## src/fpFmtPkg.sv

```systemverilog
// fpFmtPkg: default floating-point format sizes shared by the divider back end and its testbench
`default_nettype none

package fpFmtPkg;

  // exponent field width of the packed result
  localparam int defaultNe = 5;

  // fraction field width, hidden bit not counted
  localparam int defaultNf = 10;

  // quotient fraction bits from the divide unit
  // NF plus guard, round and one extra bit for the redundant iteration
  localparam int defaultDivb = 13;

  // half precision with these values, bias is 2**(NE-1)-1 = 15

endpackage

`default_nettype wire

```

## src/divPostPkg.sv

```systemverilog
// divPostPkg: control-side types for the divider normalize and round stages
`default_nettype none

package divPostPkg;

  // rounding modes, encoded as in the RISC-V frm field
  // codes 5 to 7 are reserved and never held in the mode register
  typedef enum logic [2:0] {
    // nearest, ties to even
    rmRne = 3'd0,
    // toward zero, plain truncation
    rmRtz = 3'd1,
    // toward minus infinity
    rmRdn = 3'd2,
    // toward plus infinity
    rmRup = 3'd3,
    // nearest, ties away from zero
    rmRmm = 3'd4
  } roundModeE;

endpackage

`default_nettype wire

```

## src/divShiftIf.sv

```systemverilog
// divShiftIf: shift decision bundle between the shift calculator and the normalizing shifter
`default_nettype none

interface divShiftIf #(
  parameter int NE,
  parameter int NF,
  parameter int DIVB
);

  // shifter word holds NF leading zeros, the quotient and one tail zero
  localparam int shiftW = NF + DIVB + 2;
  // amount is the non-negative part of an NE+2 bit signed shift
  localparam int shiftAmtW = NE + 1;

  // left-shift amount into the normalizing shifter
  logic [shiftAmtW-1:0] shiftAmt;
  // quotient already placed inside the shifter word
  logic [shiftW-1:0]    shiftIn;
  // exponent zero or negative
  logic                 resSubnorm;
  // subnormal shift is usable, otherwise everything goes to sticky
  logic                 subnormShiftPos;

  modport calc (output shiftAmt, shiftIn, resSubnorm, subnormShiftPos);
  modport norm (input shiftAmt, shiftIn, resSubnorm, subnormShiftPos);

endinterface

`default_nettype wire

```

## src/divShiftCalc.sv

```systemverilog
// divShiftCalc picks the normal or subnormal left shift and places the quotient for the shifter
`default_nettype none

module divShiftCalc #(
  parameter int NE,
  parameter int NF,
  parameter int DIVB
) (
  // quotient significand with the integer bit at DIVB
  input  logic [DIVB:0]         qm,
  // signed biased exponent two bits wider than the field
  input  logic signed [NE+1:0]  qe,
  divShiftIf.calc               shift
);

  localparam int shiftAmtW = NE + 1;

  // NF + qe which may go negative for tiny results
  logic signed [NE+1:0] subnormShift;

  // zero or negative exponent means the result lands below the normal range
  // qe of 1 with a leading zero is caught later after the shift
  assign shift.resSubnorm = qe[NE+1] | ~|qe;

  // subnormal case
  //   quotient x.xxxx with exponent qe
  //   shifting left by NF + qe puts it one bit above the subnormal window
  //   the shifter then drops it back by one bit
  assign subnormShift = (NE+2)'(NF) + qe;
  assign shift.subnormShiftPos = ~subnormShift[NE+1];

  // negative amount is clamped to zero so no bit is pushed out the top
  // the shifter then folds the whole word into sticky
  // normal case is always NF and the one-bit fixup for a quotient below one
  // comes afterwards
  always_comb begin
    if (!shift.resSubnorm) begin
      shift.shiftAmt = shiftAmtW'(NF);
    end else if (shift.subnormShiftPos) begin
      shift.shiftAmt = subnormShift[shiftAmtW-1:0];
    end else begin
      shift.shiftAmt = '0;
    end
  end

  // NF zeros in front so a left shift of up to NF loses nothing
  // one zero behind so a later one-bit right shift loses nothing either
  assign shift.shiftIn = {{NF{1'b0}}, qm, 1'b0};

endmodule

`default_nettype wire

```

## src/divNormShift.sv

```systemverilog
// divNormShift: normalizing shifter, exponent fixup and stage 1 pipeline register
`default_nettype none

module divNormShift #(
  parameter int NE,
  parameter int NF,
  parameter int DIVB
) (
  input  logic                   clk,
  input  logic                   rstN,
  input  logic                   inValid,
  input  logic signed [NE+1:0]   qe,
  input  logic                   sign,
  input  logic                   sticky,
  input  divPostPkg::roundModeE  rm,
  divShiftIf.norm                shift,
  output logic                   s1Valid,
  // {lead, fraction, guard, sticky}
  output logic [NF+2:0]          s1Sig,
  output logic [NE-1:0]          s1Exp,
  output logic                   s1Sign,
  output divPostPkg::roundModeE  s1Rm
);

  localparam int shiftW = NF + DIVB + 2;
  localparam logic signed [NE+1:0] expOne = 1;

  logic [shiftW-1:0] shifted;
  logic [shiftW-1:0] aligned;
  logic              leadZero;
  logic              extraShift;
  logic              allSticky;
  logic              stickyNext;
  logic [NF+2:0]     sigNext;
  logic [NE-1:0]     expNext;

  assign shifted = shift.shiftIn << shift.shiftAmt;

  // quotient below one leaves the top bit clear after the NF shift
  assign leadZero = ~shifted[shiftW-1];
  // one more bit only while the exponent can still drop and stay normal
  assign extraShift = ~shift.resSubnorm & leadZero & (qe > expOne);
  // exponent so low that even the guard bit is below the word
  assign allSticky = shift.resSubnorm & ~shift.subnormShiftPos;

  // line the word up so the window is always lead, NF fraction, guard, rest
  // subnormals sit one bit lower, their lead position is zero
  // the tail zero keeps the right shift exact
  always_comb begin
    if (shift.resSubnorm) begin
      aligned = shifted >> 1;
    end else if (extraShift) begin
      aligned = shifted << 1;
    end else begin
      aligned = shifted;
    end
  end

  // everything below guard collapses into sticky
  always_comb begin
    if (allSticky) begin
      stickyNext = sticky | (|aligned);
      sigNext = {{(NF+2){1'b0}}, stickyNext};
    end else begin
      stickyNext = sticky | (|aligned[shiftW-NF-3:0]);
      sigNext = {aligned[shiftW-1 -: NF+2], stickyNext};
    end
  end

  // exponent field
  //   subnormal              0
  //   below one, qe above 1  qe - 1
  //   below one, qe of 1     0, the value is 0.1xxx times 2**(1-bias)
  //   otherwise              qe
  always_comb begin
    if (shift.resSubnorm) begin
      expNext = '0;
    end else if (extraShift) begin
      expNext = NE'(qe - expOne);
    end else if (leadZero) begin
      expNext = '0;
    end else begin
      expNext = NE'(qe);
    end
  end

  always_ff @(posedge clk or negedge rstN) begin
    if (!rstN) begin
      s1Valid <= 1'b0;
    end else begin
      s1Valid <= inValid;
    end
  end

  // mode is taken here, so a write on this same edge applies to later items
  always_ff @(posedge clk) begin
    if (inValid) begin
      s1Sig  <= sigNext;
      s1Exp  <= expNext;
      s1Sign <= sign;
      s1Rm   <= rm;
    end
  end

  // nonzero exponent field needs the hidden one in place
  assert property (@(posedge clk) disable iff (!rstN)
    s1Valid && (s1Exp != '0) |-> s1Sig[NF+2])
    else $error("divNormShift: normal result without leading one");

endmodule

`default_nettype wire

```

## src/roundModeReg.sv

```systemverilog
// roundModeReg holds the rounding mode loaded by a config write strobe
`default_nettype none

module roundModeReg (
  input  logic                   clk,
  input  logic                   rstN,
  input  logic                   cfgWe,
  input  logic [2:0]             cfgRm,
  output divPostPkg::roundModeE  rm
);

  logic legalRm;

  // reserved codes are dropped and the old mode stays
  assign legalRm = cfgRm inside {divPostPkg::rmRne, divPostPkg::rmRtz, divPostPkg::rmRdn,
                                 divPostPkg::rmRup, divPostPkg::rmRmm};

  always_ff @(posedge clk or negedge rstN) begin
    if (!rstN) begin
      rm <= divPostPkg::rmRne;
    end else if (cfgWe && legalRm) begin
      rm <= divPostPkg::roundModeE'(cfgRm);
    end
  end

endmodule

`default_nettype wire

```

## src/divRound.sv

```systemverilog
// divRound rounds the normalized quotient, packs sign, exponent and fraction and registers stage 2
`default_nettype none

module divRound #(
  parameter int NE,
  parameter int NF
) (
  input  logic                   clk,
  input  logic                   rstN,
  input  logic                   s1Valid,
  // {lead, fraction, guard, sticky}
  input  logic [NF+2:0]          s1Sig,
  input  logic [NE-1:0]          s1Exp,
  input  logic                   s1Sign,
  input  divPostPkg::roundModeE  s1Rm,
  output logic                   outValid,
  output logic [NE+NF:0]         result,
  output logic                   inexact
);

  logic          lead;
  logic          lsb;
  logic          guard;
  logic          stickyBit;
  logic          anyRem;
  logic          roundUp;
  logic [NF+1:0] mantSum;
  logic          expInc;
  logic [NE-1:0] expOut;

  assign lead      = s1Sig[NF+2];
  assign lsb       = s1Sig[2];
  assign guard     = s1Sig[1];
  assign stickyBit = s1Sig[0];
  // anything at all dropped below the kept fraction
  assign anyRem    = guard | stickyBit;

  // round-up decision per mode
  // nearest even uses lsb only to break an exact tie
  always_comb begin
    case (s1Rm)
      divPostPkg::rmRne: roundUp = guard & (stickyBit | lsb);
      divPostPkg::rmRtz: roundUp = 1'b0;
      divPostPkg::rmRdn: roundUp = s1Sign & anyRem;
      divPostPkg::rmRup: roundUp = ~s1Sign & anyRem;
      divPostPkg::rmRmm: roundUp = guard;
      default:           roundUp = 1'b0;
    endcase
  end

  // add one ulp to lead.fraction with a spare carry bit on top
  assign mantSum = {1'b0, lead, s1Sig[NF+1:2]} + (NF+2)'(roundUp);

  // exponent goes up when
  //   1.11..1 carries into 10.00..0 and the fraction wraps to zero
  //   a subnormal 0.11..1 carries into the smallest normal 1.00..0
  assign expInc = mantSum[NF+1] | (mantSum[NF] & ~lead);
  assign expOut = s1Exp + NE'(expInc);

  always_ff @(posedge clk or negedge rstN) begin
    if (!rstN) begin
      outValid <= 1'b0;
    end else begin
      outValid <= s1Valid;
    end
  end

  always_ff @(posedge clk) begin
    if (s1Valid) begin
      result  <= {s1Sign, expOut, mantSum[NF-1:0]};
      inexact <= anyRem;
    end
  end

  // overflow to infinity is not handled here so the field stays below all ones
  assert property (@(posedge clk) disable iff (!rstN)
    s1Valid |-> !(&expOut))
    else $error("divRound: exponent %0d reaches the infinity code", expOut);

endmodule

`default_nettype wire

```

## src/divPostTop.sv

```systemverilog
// divPostTop: divider back end, shift decision, normalize, mode register and rounder
`default_nettype none

module divPostTop #(
  parameter int NE   = fpFmtPkg::defaultNe,
  parameter int NF   = fpFmtPkg::defaultNf,
  parameter int DIVB = fpFmtPkg::defaultDivb
) (
  input  logic                   clk,
  input  logic                   rstN,
  input  logic                   inValid,
  input  logic [DIVB:0]          qm,
  input  logic signed [NE+1:0]   qe,
  input  logic                   sign,
  input  logic                   sticky,
  input  logic                   cfgWe,
  input  logic [2:0]             cfgRm,
  output logic                   outValid,
  output logic [NE+NF:0]         result,
  output logic                   inexact,
  output divPostPkg::roundModeE  curRm
);

  // stage 1 to stage 2
  logic                  s1Valid;
  logic [NF+2:0]         s1Sig;
  logic [NE-1:0]         s1Exp;
  logic                  s1Sign;
  divPostPkg::roundModeE s1Rm;

  divShiftIf #(.NE(NE), .NF(NF), .DIVB(DIVB)) shiftBus ();

  divShiftCalc #(.NE(NE), .NF(NF), .DIVB(DIVB)) shiftCalc0 (
    .qm    (qm),
    .qe    (qe),
    .shift (shiftBus.calc)
  );

  // mode register output also drives the readback port
  roundModeReg modeReg0 (
    .clk   (clk),
    .rstN  (rstN),
    .cfgWe (cfgWe),
    .cfgRm (cfgRm),
    .rm    (curRm)
  );

  divNormShift #(.NE(NE), .NF(NF), .DIVB(DIVB)) normShift0 (
    .clk     (clk),
    .rstN    (rstN),
    .inValid (inValid),
    .qe      (qe),
    .sign    (sign),
    .sticky  (sticky),
    .rm      (curRm),
    .shift   (shiftBus.norm),
    .s1Valid (s1Valid),
    .s1Sig   (s1Sig),
    .s1Exp   (s1Exp),
    .s1Sign  (s1Sign),
    .s1Rm    (s1Rm)
  );

  divRound #(.NE(NE), .NF(NF)) round0 (
    .clk      (clk),
    .rstN     (rstN),
    .s1Valid  (s1Valid),
    .s1Sig    (s1Sig),
    .s1Exp    (s1Exp),
    .s1Sign   (s1Sign),
    .s1Rm     (s1Rm),
    .outValid (outValid),
    .result   (result),
    .inexact  (inexact)
  );

endmodule

`default_nettype wire

```

## config.mk

```make
export PLATFORM = sky130hd
export DESIGN_NAME = divPostTop
export DESIGN_NICKNAME = d
export VERILOG_FILES = /design/src/fpFmtPkg.sv /design/src/divPostPkg.sv /design/src/divShiftIf.sv /design/src/divShiftCalc.sv /design/src/divNormShift.sv /design/src/roundModeReg.sv /design/src/divRound.sv /design/src/divPostTop.sv
export SDC_FILE = /design/constraint.sdc
export NUM_CORES = 1
export LEC_CHECK = 0
export BUFFER_PORTS_ARGS = -buffer_cell sky130_fd_sc_hd__clkbuf_2
export CORE_AREA = 2 2 84 86
export CTS_CLUSTER_SIZE = 14
export DETAILED_ROUTE_END_ITERATION = 16
export DIE_AREA = 0 0 86 88
export GPL_TIMING_DRIVEN = 0
export PLACE_DENSITY = 0.74
export SLEW_MARGIN = 25
export SYNTH_ARGS = -nofsm -noshare
export SYNTH_HDL_FRONTEND = slang
export SYNTH_SLANG_ARGS = --single-unit
```

## constraint.sdc

```tcl
create_clock -name clk -period 2.2 [get_ports clk]
set_input_delay 0.11 -clock clk [delete_from_list [all_inputs] [get_ports clk]]
set_output_delay 0.11 -clock clk [all_outputs]
set_load 0.02 [all_outputs]
```

## Word level (Yosys, flattened, before mapping)

Index checks and enable logic that the tools add are counted.

| word-level totals | value |
|---|---|
| register bits | 44 |
| logic and storage cells | 56 |

| cells by class | value |
|---|---|
| $add $sub $neg | 4 |
| magnitude comparators | 1 |
| equality and inequality tests | 7 |
| shifts and indexed selects | 1 |
| mux-type cells | 8 |
| bitwise gates (word level) | 17 |
| reduce and logical (&&, ||, !) cells | 8 |

Operators with widths:

| operator | count |
|---|---|
| 25-bit 2-to-1 mux | 2 |
| 25-bit OR reduction | 1 |
| 15-bit by 6-bit left shift with 25-bit output | 1 |
| 13-bit OR reduction | 1 |
| 11-bit by 1-bit adder with 12-bit output | 1 |
| 3-bit by 2-bit == test with 1-bit output (second input constant) | 4 |
| 6-bit 2-to-1 mux | 2 |
| 5-bit 2-to-1 mux | 2 |
| 5-bit by 7-bit adder with 7-bit output (first input constant) | 1 |
| 1-bit AND | 7 |
| 7-bit by 2-bit greater-than comparator with 1-bit output (second input constant) | 1 |
| 7-bit OR reduction | 1 |
| 3-bit == test (second input constant) | 2 |
| 3-bit logical NOT | 2 |
| 1-bit bitwise OR | 6 |
| 5-bit by 1-bit adder with 5-bit output | 1 |
| 5-bit nonzero test | 1 |
| 5-bit by 2-bit subtractor with 5-bit output (second input constant) | 1 |
| 1-bit inverter | 4 |
| 1-bit case mux with 4 select lines | 1 |
| 3-bit by 1-bit == test with 1-bit output (second input constant) | 1 |
| 1-bit logical AND | 1 |
| 1-bit logical NOT | 1 |
| 1-bit 2-to-1 mux | 1 |

## Longest topological paths before layout

Gate-level depths: netlist of the first run.

| logic depth | value |
|---|---|
| depth in word-level cells | 13 |
| gate-level depth with buffers | 14 |
| gate-level depth less buffers | 13 |

## Cells and area by module

A second synthesis of the first run with hierarchy kept.

| second synthesis, totals | value |
|---|---|
| cell total of the unflattened synthesis | 374 |
| area total of the unflattened synthesis | 3867.5 sq um |

By module, submodules not included:

| module | instances | cells an instance | area each (sq um) | sequential area each (sq um) |
|---|---|---|---|---|
| divNormShift | 1 | 256 | 2567.5 | 685.7 |
| divRound | 1 | 57 | 823.3 | 535.5 |
| divShiftCalc | 1 | 48 | 336.6 | 0.0 |
| roundModeReg | 1 | 13 | 140.1 | 75.1 |

## Worst setup path after synthesis of the first run

Ideal clock, no wire load.

| timing | value |
|---|---|
| kind | input port to flip-flop |
| start | input qe[0] |
| end | register normShift0.s1Sig[0] (data pin) |
| setup time | 0.261 ns |
| arrival time | 3.543 ns |
| required time | 1.939 ns |
| path slack | -1.604 ns |
| stages | 12 |
| path through | inv_1 > ha_1 > or3b_1 > buf_6 > o22ai_2 > mux2i_1 > a2111oi_0 > or4_1 > o211a_1 > or4_1 > or4b_1 > a221o_1 |

| between the ends | value |
|---|---|
| cells in the longest elaborated chain, start to end | 13 |
| elaborated cells between the ends (all ways) | 20 |
| classes of those cells | add/sub (1); order compare (1); shift (1); mux (5); bitwise (8); reduce/logical (4) |

Ends and longest elaborated chain:

| item | RTL line | text |
|---|---|---|
| start: declaration | divPostTop.sv:13 | `input logic signed [NE+1:0] qe,` |
| parallel branches: the longest is 12 deep, another holds 5-bit by 7-bit adder with 7-bit output | - |  |
| 1-bit 2-to-1 mux * | divNormShift.sv:61 | `if (allSticky) begin` |
| net normShift0.sigNext[0] | divNormShift.sv:34 | `logic [NF+2:0] sigNext;` |
| end signal: assignment | divNormShift.sv:98 | `s1Sig <= sigNext;` |
| end: declaration | divNormShift.sv:19 | `output logic [NF+2:0] s1Sig,` |

Mark *: on every way through the listed nets, which the timed path passes.
A chain may end at the register's enable or synchronous reset.

## Worst setup path after layout of the first run

Same ends and word-level chain as after synthesis.

==> results of run 1 <==
## power by group
group	switching [mW]	internal, mW
Sequential	0.0577	1.02
Combinational	0.504	0.378
Clock	0.255	0.255
## worst register-to-register path: cells and delay by family, from the launching register on
| family | cells | cell delay (ns) |
|---|---|---|
| simple gates | 6 | 0.57 |
| flops | 1 | 0.41 |
| fa+ha+maj | 4 | 0.77 |
| xor+xnor | 1 | 0.14 |
| compound gates | 2 | 0.18 |
## flip-flops by register name, summed over array words and instances (netlist names)
register and count:
round0.result 16, normShift0.s1Sig 13, normShift0.s1Exp 5, modeReg0.rm 3
normShift0.s1Rm 3, normShift0.s1Sign 1, normShift0.s1Valid 1, round0.inexact 1
round0.outValid 1
## how the worst max path moves through the flow
stage | startpoint | end | slack [ns] | cells after the start
3_3_place_gp | qe[1] | normShift0.s1Sig[0] | -2.00 | 12
3_5_place_dp | qe[1] | normShift0.s1Sig[0] | -1.99 | 12
6_report | qe[0] | normShift0.s1Sig[0] | -1.32 | 13
2_1_floorplan | qe[1] | normShift0.s1Sig[0] | -1.32 | 12
4_1_cts | qe[0] | normShift0.s1Sig[0] | -1.38 | 13
5_1_grt | qe[0] | normShift0.s1Sig[0] | -1.36 | 13
## cell families (layout without fill, tap and decap cells)
| group | count (synthesis) | count (layout) | share of synthesized area |
|---|---|---|---|
| fa+ha+maj | 9 | 9 | 0.0332 |
| compound gates | 117 | 117 | 0.261 |
| mux | 14 | 14 | 0.0421 |
| flops | 44 | 44 | 0.383 |
| simple gates | 144 | 144 | 0.209 |
| xor+xnor | 13 | 13 | 0.0336 |
| buf+inv | 27 | 119 | 0.0384 |
## final cells by class
type / count / area [µm²]
plain buffers: 19 / 164
clock buffers: 7 / 86.3
clock inverters: 1 / 7.51
fillers: 483 / 1960
inverters: 8 / 58.8
multi-input cells: 297 / 2400
flip-flops and latches: 44 / 1300
well taps: 80 / 100
repair buffers: 84 / 569
## layer usage
| metal | up-vias | global-route usage |
|---|---|---|
| met3 | 35 | 0.0226 |
| met4 | 0 | 0.137 |
| met5 | - | 0 |
| li1 | 1618 | - |
| met2 | 178 | 0.448 |
| met1 | 1617 | 0.299 |
## stage by stage
step | instance area (µm²) | power (mW) | util | hold WS, ns
CTS | 4370 | 2.36 | 0.658 | 0.0377
floorplan | 3550 | 1.56 | - | -0.186
finish | 4690 | 2.47 | 0.705 | 0.0583
global route | 4690 | 2.58 | 0.705 | 0.0745
detailed placement | 3890 | 1.77 | 0.586 | -0.0572
global placement | 3880 | 1.75 | 0.585 | -0.0694
## repair_timing
action	in CTS	in global routing
gates resized for setup	44	44
hold buffers	2	0
buffers inserted	20	15
pin swaps	19	29
hold endpoints to repair	6	0
setup endpoints to repair	22	21
## cell usage in the layout, fill, tap and decap left out, drive strengths merged, types with 3 or more instances in the layout
cell,n
clkbuf,65
xor2,4
nand2b,3
edfxtp,39
and3,5
nor3,7
a32oi,4
o21ai,19
a21oi,25
dfrtp,5
a31oi,5
mux2i,12
a21o,3
nor2,45
nor4,7
a211o,3
a211oi,5
nand2,32
o31a,3
xnor2,9
inv,7
or2,5
or4,3
buf,43
nor3b,3
o22ai,5
nand3,21
nand4,7
o211ai,9
o32ai,6
ha,9
==> run_results.csv, run 1 <==
group,metric,value,unit
die,start_util,0.510,
timing,tns,-4.99,ns
timing,hold_viol,0,
die,die_area,0.00757,mm²
worst_setup_path,rr_worst_depth,13,
worst_setup_path,reg2reg_to,"round0.result[14]",
grt,grt_use_total,0.251,
place,place_ws,-1.99,ns
synth,yosysUniqueCellTypes,68,
synth,yosysTopAreaCellShare,0.346,
timing,period_share,1.60,
worst_setup_path,critPathArrivalTime,3.57,ns
synth,yosysMostFrequentCell,"nor2_1",
place,placedCellCount,495,
worst_hold_path,worstHoldEndpoint,"modeReg0.rm[1]",
timing,clock.fmax,0.284,GHz
synth,yosysTopAreaCell,"edfxtp_1",
clocking,cts_buffer_depth,2,
status,violations,"negative setup slack",
worst_setup_path,worstPathRequired,2.24,ns
layout,fin_cells,540,
layout,diodes,0,
timing,skew,0.00499,ns
timing,slew_viol_final,0,
status,status,"finished, violations left",
worst_setup_path,critPathCaptureType,"register",
clocking,cts_buffers,5,
clocking,clock-sinks,44,
worst_setup_path,reg2reg_from,"normShift0.s1Rm[0]",
synth,netlist_top_cells_area,"edfxtp_1 (35%), nor2_1 (4.9%), dfrtp_1 (3.7%), a21oi_1 (3.5%), mux2i_1 (3.5%)",
clocking,cts_root_buf,"clkbuf_8",
worst_setup_path,crit_family,"simple AND/OR/NAND/NOR gates",
synth,syn_nets,407,
clocking,cts_tree,"done",
clocking,cts_max_level,2,
timing,rsz0062_at_grt,"yes",
worst_hold_path,min-delay-start,"cfgRm[0]",
layout,areaGrowthSynthToFinish,38.3,%
die,chipWidth,86,µm
place,io_buffers,47,
grt,grt_max_degree,24,
worst_setup_path,critPathLaunchType,"input port",
routing,highest_layer,"met4",
power,p_leak,1.76,nW
synth,ys_ff_latch,44,
layout,final_nets,498,
routing,num_vias,3448,
routing,viasPerCell,6.39,
worst_hold_path,holdCritPathClass,"input port to register",
timing,finalSetupViolCount,18,
routing,wirelength_met1,3960,µm
synth,async_flop_share,0.114,
routing,first_iter_violations,241,
die,design.portCount,51,
timing,layout_min_cycle_time,3.52,ns
routing,met2WireLength,4970,µm
die,core,0.00664,mm²
run,maxCapViolations,0,
worst_setup_path,crit_slowest_cell,"or4b_1",
worst_setup_path,worst-path-buf-inv,3,
synth,syn-instance-count,368,
routing,wl_met3,509,µm
grt,grt_pass1_wl,15200,µm
grt,antenna_found_initial,0,
clocking,clkTransAtPathRegs,0.08,ns
timing,setup_ws,-1.32,ns
routing,drc,0,
place,gp_congestion,0.919,
routing,routed_wl,9900,µm
worst_setup_path,cp_max_fo,7,
die,row_count,30,
worst_setup_path,crit_type,"input port to register",
routing,wire_per_inst,18.3,µm
synth,synth.yosys.seq_area_share,0.383,
routing,dr.pass1.iters,4,
synth,yosys_warnings,0,
worst_setup_path,max_stage_delay,0.52,ns
worst_setup_path,path_cells,"clkbuf_16 -> clkinv_8 -> ha_4 -> or3b_1 -> buf_6 -> o22ai_4 -> mux2i_2 -> a2111oi_4 -> or4_1 -> o211a_1 -> or4_4 -> or4b_1 -> a221o_1",
die,die_h,88,µm
synth,syn_avg_cell_area,9.21,µm²
place,hpwl,6880,µm
routing,ant_nets,0,
grt,overflow,0,
power,vdd_ir_drop_max,205,µV
power,power_density,527,mW/mm²
synth,synth_ff_type,"edfxtp_1",
layout,drive_above_1_share,0.389,
worst_hold_path,hold_depth,3,
worst_setup_path,r2r_slack,-0.13,ns
clocking,clock_latency,0.28,ns
synth,synth_area,0.00339,mm²
timing,worst_slew_pin_slew,0.829,ns
grt,grt_pass1_vias,3223,
timing,slew_headroom,0.444,
synth,synth_common_cells,"nor2_1 (44), edfxtp_1 (39), nand2_1 (32)",
synth,synth_edf_count,39,
(Power assumes the default switching activity.)
==> inputs of run 2 (changes only) <==
Settings changed: BUFFER_PORTS_ARGS -buffer_cell sky130_fd_sc_hd__clkbuf_2 to -buffer_cell sky130_fd_sc_hd__buf_4.
==> run 2 against run 1 <==
  * Routed wire length rose by 5.4%
  * Utilization rose by 5.4 points
  * Non-clock buffer count is 9 higher
  * Largest cell class unchanged
  * The run still ends with negative setup slack left
  * Die area unchanged
  * Power up 8.0%
==> run_results.csv, run 2 (synthesized netlist as in run 1, its figures left out) <==
group,metric,value,unit
worst_hold_path,holdCritPathClass,"input port to register",
timing,tns,-5.51,ns
worst_setup_path,crit_start,"qe[1]",
worst_setup_path,rr_worst_depth,13,
worst_setup_path,critPathCaptureType,"register",
layout,drive_above_1_share,0.437,
timing,layout_min_cycle_time,3.47,ns
worst_setup_path,reg2reg_from,"normShift0.s1Rm[0]",
die,chipWidth,86,µm
grt,overflow,0,
die,core,0.00664,mm²
layout,seq_area,0.00130,mm²
timing,hold_viol,0,
power,vdd_ir_drop_max,237,µV
power,intPower,1.81,mW
status,violations,"negative setup slack",
place,placedCellCount,495,
layout,reg_top3,"round0.result: 16 flops, normShift0.s1Sig: 13 flops, normShift0.s1Exp: 5 flops",
routing,drc,0,
layout,final_nets,507,
die,design.portCount,51,
clocking,cts_buffers,5,
power,p_sw,0.858,mW
layout,fin_cells,549,
worst_setup_path,path_cells,"buf_12 -> inv_16 -> ha_4 -> or3b_4 -> o32a_4 -> nor2_4 -> o41ai_4 -> or4_1 -> o211a_1 -> or4_4 -> or4b_1 -> a221o_1",
timing,worst_slew_pin_slew,0.869,ns
layout,areaGrowthSynthToFinish,48.9,%
place,gp_congestion,0.909,
timing,clock.fmax,0.288,GHz
power,power_frac_comb,0.371,
place,hpwl,7200,µm
die,die_area,0.00757,mm²
layout,multi_input_area,0.00251,mm²
place,place_area,0.00401,mm²
routing,num_vias,3501,
worst_setup_path,critPathLaunchType,"input port",
layout,final_common_cell,"buf_4",
worst_hold_path,min-delay-start,"cfgWe",
timing,period_share,1.58,
routing,dr.pass1.iters,5,
timing,finalSetupViolCount,18,
power,netSwitchingFraction,0.322,
worst_setup_path,cp_max_fo,7,
die,die_h,88,µm
timing,skew,0.00839,ns
worst_setup_path,r2r_slack,-0.12,ns
clocking,cts_tree,"done",
clocking,cts_max_level,2,
worst_hold_path,hold_depth,2,
worst_setup_path,worstPathRequired,2.26,ns
worst_setup_path,crit_type,"input port to register",
grt,grt_pass1_vias,3184,
clocking,clock-sinks,44,
worst_setup_path,critPathArrivalTime,3.53,ns
routing,routed_wl,10400,µm
status,status,"finished, violations left",
power,power_density,529,mW/mm²
clocking,cts_buffer_depth,2,
worst_hold_path,worstHoldEndpoint,"modeReg0.rm[0]",
die,start_util,0.510,
routing,ant_nets,0,
routing,first_iter_violations,217,
layout,diodes,0,
layout,largest_reg_flops,16,
timing,rsz0062_at_grt,"yes",
power,power.share.sequential,0.407,
layout,fillers,475,
die,row_count,30,
grt,grt_max_degree,24,
clocking,clkTransAtPathRegs,0.08,ns
timing,slew_viol_final,0,
place,io_buffers,47,
layout,regMostFlops,"round0.result",
grt,antenna_found_initial,0,
worst_setup_path,max_stage_delay,0.53,ns
clocking,cts_root_buf,"clkbuf_8",
place,place_ws,-1.92,ns
routing,wire_per_inst,19.0,µm
power,p_leak,1.89,nW
power,clockPowerShare,0.222,
worst_setup_path,crit_slowest_cell,"or4_1",
timing,setup_ws,-1.27,ns
routing,viasPerCell,6.38,
grt,grt_pass1_wl,15300,µm
layout,layout_common_cells,"buf_4 (74), edfxtp_1 (39), nor2_1 (37)",
layout,final_cell_area,0.00505,mm²
timing,slew_headroom,0.417,
worst_setup_path,reg2reg_to,"round0.result[14]",
clocking,clock_latency,0.30,ns
grt,grt_use_total,0.257,
run,maxCapViolations,0,
## run 2: cell types whose count changed in the layout (fill, tap and decap cells not counted), sizes merged
cell	delta
clkbuf	-49
clkinv	+1
bufinv	+1
buf	+56
## run 2: per-layer routing
| metal | track usage | vias to the layer above | share of wire |
|---|---|---|---|
| li1 | - | 1643 | - |
| met1 | 0.298 | 1679 | 0.39 |
| met2 | 0.469 | 144 | 0.52 |
| met3 | 0.0273 | 35 | 0.048 |
| met4 | 0.130 | 0 | 0.043 |
| met5 | 0 | - | 0 |
## run 2: area by class of cell
type,count,share of cell area
Multi-Input combinational cell,297,0.497
Buffer,18,0.0325
Inverter,8,0.0121
Timing Repair Buffer,94,0.159
Clock buffer,5,0.0136
Sequential cell,44,0.257
Clock inverter,3,0.00843
Tap cell,80,0.0198
## run 2: worst max-delay path, delay by kind of cell
family	cells	cell delay (ns)
adders and majority gates	1	0.12
and+or+nand+nor	5	2.19
buffers and inverters	2	0.16
AOI/OAI and AO/OA	4	0.94
## run 2: power by group through the flow
stage                     logic, mW  registers [mW]  clock network [mW]
after CTS                     0.831            1.08               0.603
after detailed placement      0.723            1.10                   0
after floorplan               0.422            1.14                   0
after global routing           1.05            1.10               0.633
after global placement        0.704            1.09                   0
final                         0.990            1.09               0.593
## run 2: how the worst max path moves through the flow
stage	slack, ns	cells after the start	to
detailed placement	-1.92	12	normShift0.s1Sig[0]
global route	-1.35	12	normShift0.s1Sig[0]
CTS	-1.32	13	normShift0.s1Sig[0]
global placement	-1.98	12	normShift0.s1Sig[0]
finish	-1.27	12	normShift0.s1Sig[0]
floorplan	-1.32	12	normShift0.s1Sig[0]
## run 2: timing repair
item	CTS	global route
hold buffers	2	0
setup endpoints to repair	21	21
hold endpoints to repair	6	0
buffers inserted	22	25
gates resized for setup	57	81
pin swaps	32	46
## run 2: metrics by stage
| step | util | power, mW | hold WS (ns) |
|---|---|---|---|
| 2_1_floorplan | - | 1.56 | -0.186 |
| 5_1_grt | 0.760 | 2.78 | 0.0152 |
| 3_5_place_dp | 0.603 | 1.82 | -0.0786 |
| 4_1_cts | 0.689 | 2.51 | 0.00667 |
| 6_report | 0.760 | 2.67 | 0.0172 |
| 3_3_place_gp | 0.602 | 1.79 | -0.0861 |
==> inputs of run 3 (changes only) <==
Settings changed: CORE_AREA 2 2 84 86 to 2 2 120 122, DIE_AREA 0 0 86 88 to 0 0 122 124, PLACE_DENSITY 0.74 to 0.4.
==> run 3 against run 2 <==
  * Combinational power is 7.3% lower
  * Global-route usage is 12 points lower
  * Via count down 7.5%
  * The flow still finishes with violations (negative setup slack)
  * Sequential share of layout area grew 0.32 points
  * Critical path type unchanged
  * Utilization shrank 40 points
  * Routed wire length fell by 0.25%
  * Fmax increased by 1.2%
  * Power rose by 1.5%
==> run_results.csv, run 3 (synthesized netlist as in run 1, its figures left out) <==
group,metric,value,unit
layout,post-route-util,0.363,
worst_setup_path,cp_max_fo,7,
layout,drive_above_1_share,0.401,
layout,largest_reg_flops,16,
place,placedCellCount,595,
die,chipWidth,122,µm
clocking,cts_buffer_depth,2,
timing,slew_viol_final,0,
layout,diodes,0,
routing,first_iter_violations,144,
clocking,cts_buffers,5,
timing,worst_slew_pin_slew,0.863,ns
status,violations,"negative setup slack",
power,vdd_ir_drop_max,241,µV
power,power_density,543,mW/mm²
worst_setup_path,worstPathRequired,2.22,ns
layout,areaGrowthSynthToFinish,47.1,%
grt,overflow,0,
die,row_count,43,
die,design.portCount,51,
die,start_util,0.247,
layout,fillers,1425,
grt,grt_max_degree,24,
grt,grt_pass1_vias,3155,
clocking,cts_root_buf,"clkbuf_16",
routing,viasPerCell,5.05,
grt,grt_use_total,0.138,
worst_setup_path,crit_type,"input port to register",
worst_setup_path,critPathCaptureType,"register",
routing,dr.pass1.iters,4,
grt,antenna_found_initial,0,
layout,regMostFlops,"round0.result",
place,hpwl,7870,µm
worst_hold_path,holdCritPathClass,"input port to register",
routing,drc,0,
layout,fin_cells,641,
layout,final_common_cell,"buf_4",
timing,clock.fmax,0.291,GHz
place,gp_congestion,0.832,
timing,rsz0062_at_grt,"yes",
clocking,cts_max_level,2,
routing,wire_per_inst,16.2,µm
die,core,0.0137,mm²
place,place_ws,-1.98,ns
grt,grt_pass1_wl,16700,µm
clocking,clock_latency,0.27,ns
worst_setup_path,critPathLaunchType,"input port",
run,maxCapViolations,0,
timing,finalSetupViolCount,18,
clocking,clock-sinks,44,
timing,skew,0.00363,ns
routing,num_vias,3237,
layout,final_nets,499,
timing,layout_min_cycle_time,3.43,ns
layout,layout_common_cells,"buf_4 (77), edfxtp_1 (39), nor2_1 (37)",
die,die_area,0.0151,mm²
status,status,"finished, violations left",
timing,setup_ws,-1.23,ns
timing,slew_headroom,0.421,
clocking,cts_tree,"done",
routing,routed_wl,10400,µm
timing,hold_viol,0,
clocking,clkTransAtPathRegs,0.06,ns
worst_setup_path,critPathArrivalTime,3.46,ns
place,io_buffers,47,
timing,period_share,1.56,
die,die_h,124,µm
power,p_leak,1.82,nW
routing,ant_nets,0,
layout,reg_top3,"round0.result: 16 flops, normShift0.s1Sig: 13 flops, normShift0.s1Exp: 5 flops",
## run 3: through the flow
step                      cell area (µm²)  setup TNS (ns)  hold WS (ns)  power (mW)
after floorplan                      3550           -4.26        -0.186        1.56
after global placement               4130          -16.50       -0.0845        1.83
after detailed placement             4130          -16.43       -0.0784        1.83
after CTS                            4710           -5.14       0.00376        2.64
after global routing                 4980           -5.85       0.00350        2.85
final                                4980           -3.72        0.0108        2.71
## run 3: critical path: stages
cell     delay, ns
buf_12        0.11
inv_16        0.04
ha_4          0.12
or3b_4        0.46
o32a_4        0.40
nor2_4        0.15
o41ai_4       0.10
or4_1         0.52
o211a_1       0.16
or4_4         0.49
or4b_1        0.48
a221o_1       0.31
## run 3: what timing repair did
item                                   CTS  global route
setup buffers                           28            12
pin swaps                               27            29
setup endpoints to repair               21            23
endpoints found under the hold margin    5             0
resized for setup                       49            51
hold buffers                             1             0
## run 3: power breakdown
group	internal, mW	switching (mW)
clock network	0.452	0.257
registers	1.02	0.0565
logic	0.417	0.501
total	1.89	0.815
## run 3: routing by layer
layer  global-route usage  share of wire
met1                0.175           0.45
met2                0.242           0.50
met3               0.0147          0.039
met4               0.0517          0.019
met5                    0              0
## run 3: final timing paths
path | start | depth (start not counted) | slack, ns | to
setup / recovery | qe[1] | 12 | -1.23 | normShift0.s1Sig[0]
hold / removal | sign | 1 | 0.01 | normShift0.s1Sign
setup reg to reg | normShift0.s1Rm[0] | 13 | -0.14 | round0.result[14]
hold reg to reg | modeReg0.rm[1] | 0 | 0.49 | normShift0.s1Rm[1]
max in group asynchronous | rstN | 2 | 1.92 | round0.outValid
min in group asynchronous | rstN | 2 | 0.17 | modeReg0.rm[1]
## run 3: area by class of cell
type                            instances  area [µm²]  area share
Buffer                                 18         155      0.0311
Clock buffer                            8         146      0.0294
Inverter                                8        58.8      0.0118
Multi-Input combinational cell        297        2400       0.482
Sequential cell                        44        1300       0.260
Tap cell                              180         225      0.0452
Timing Repair Buffer                   86         699       0.140
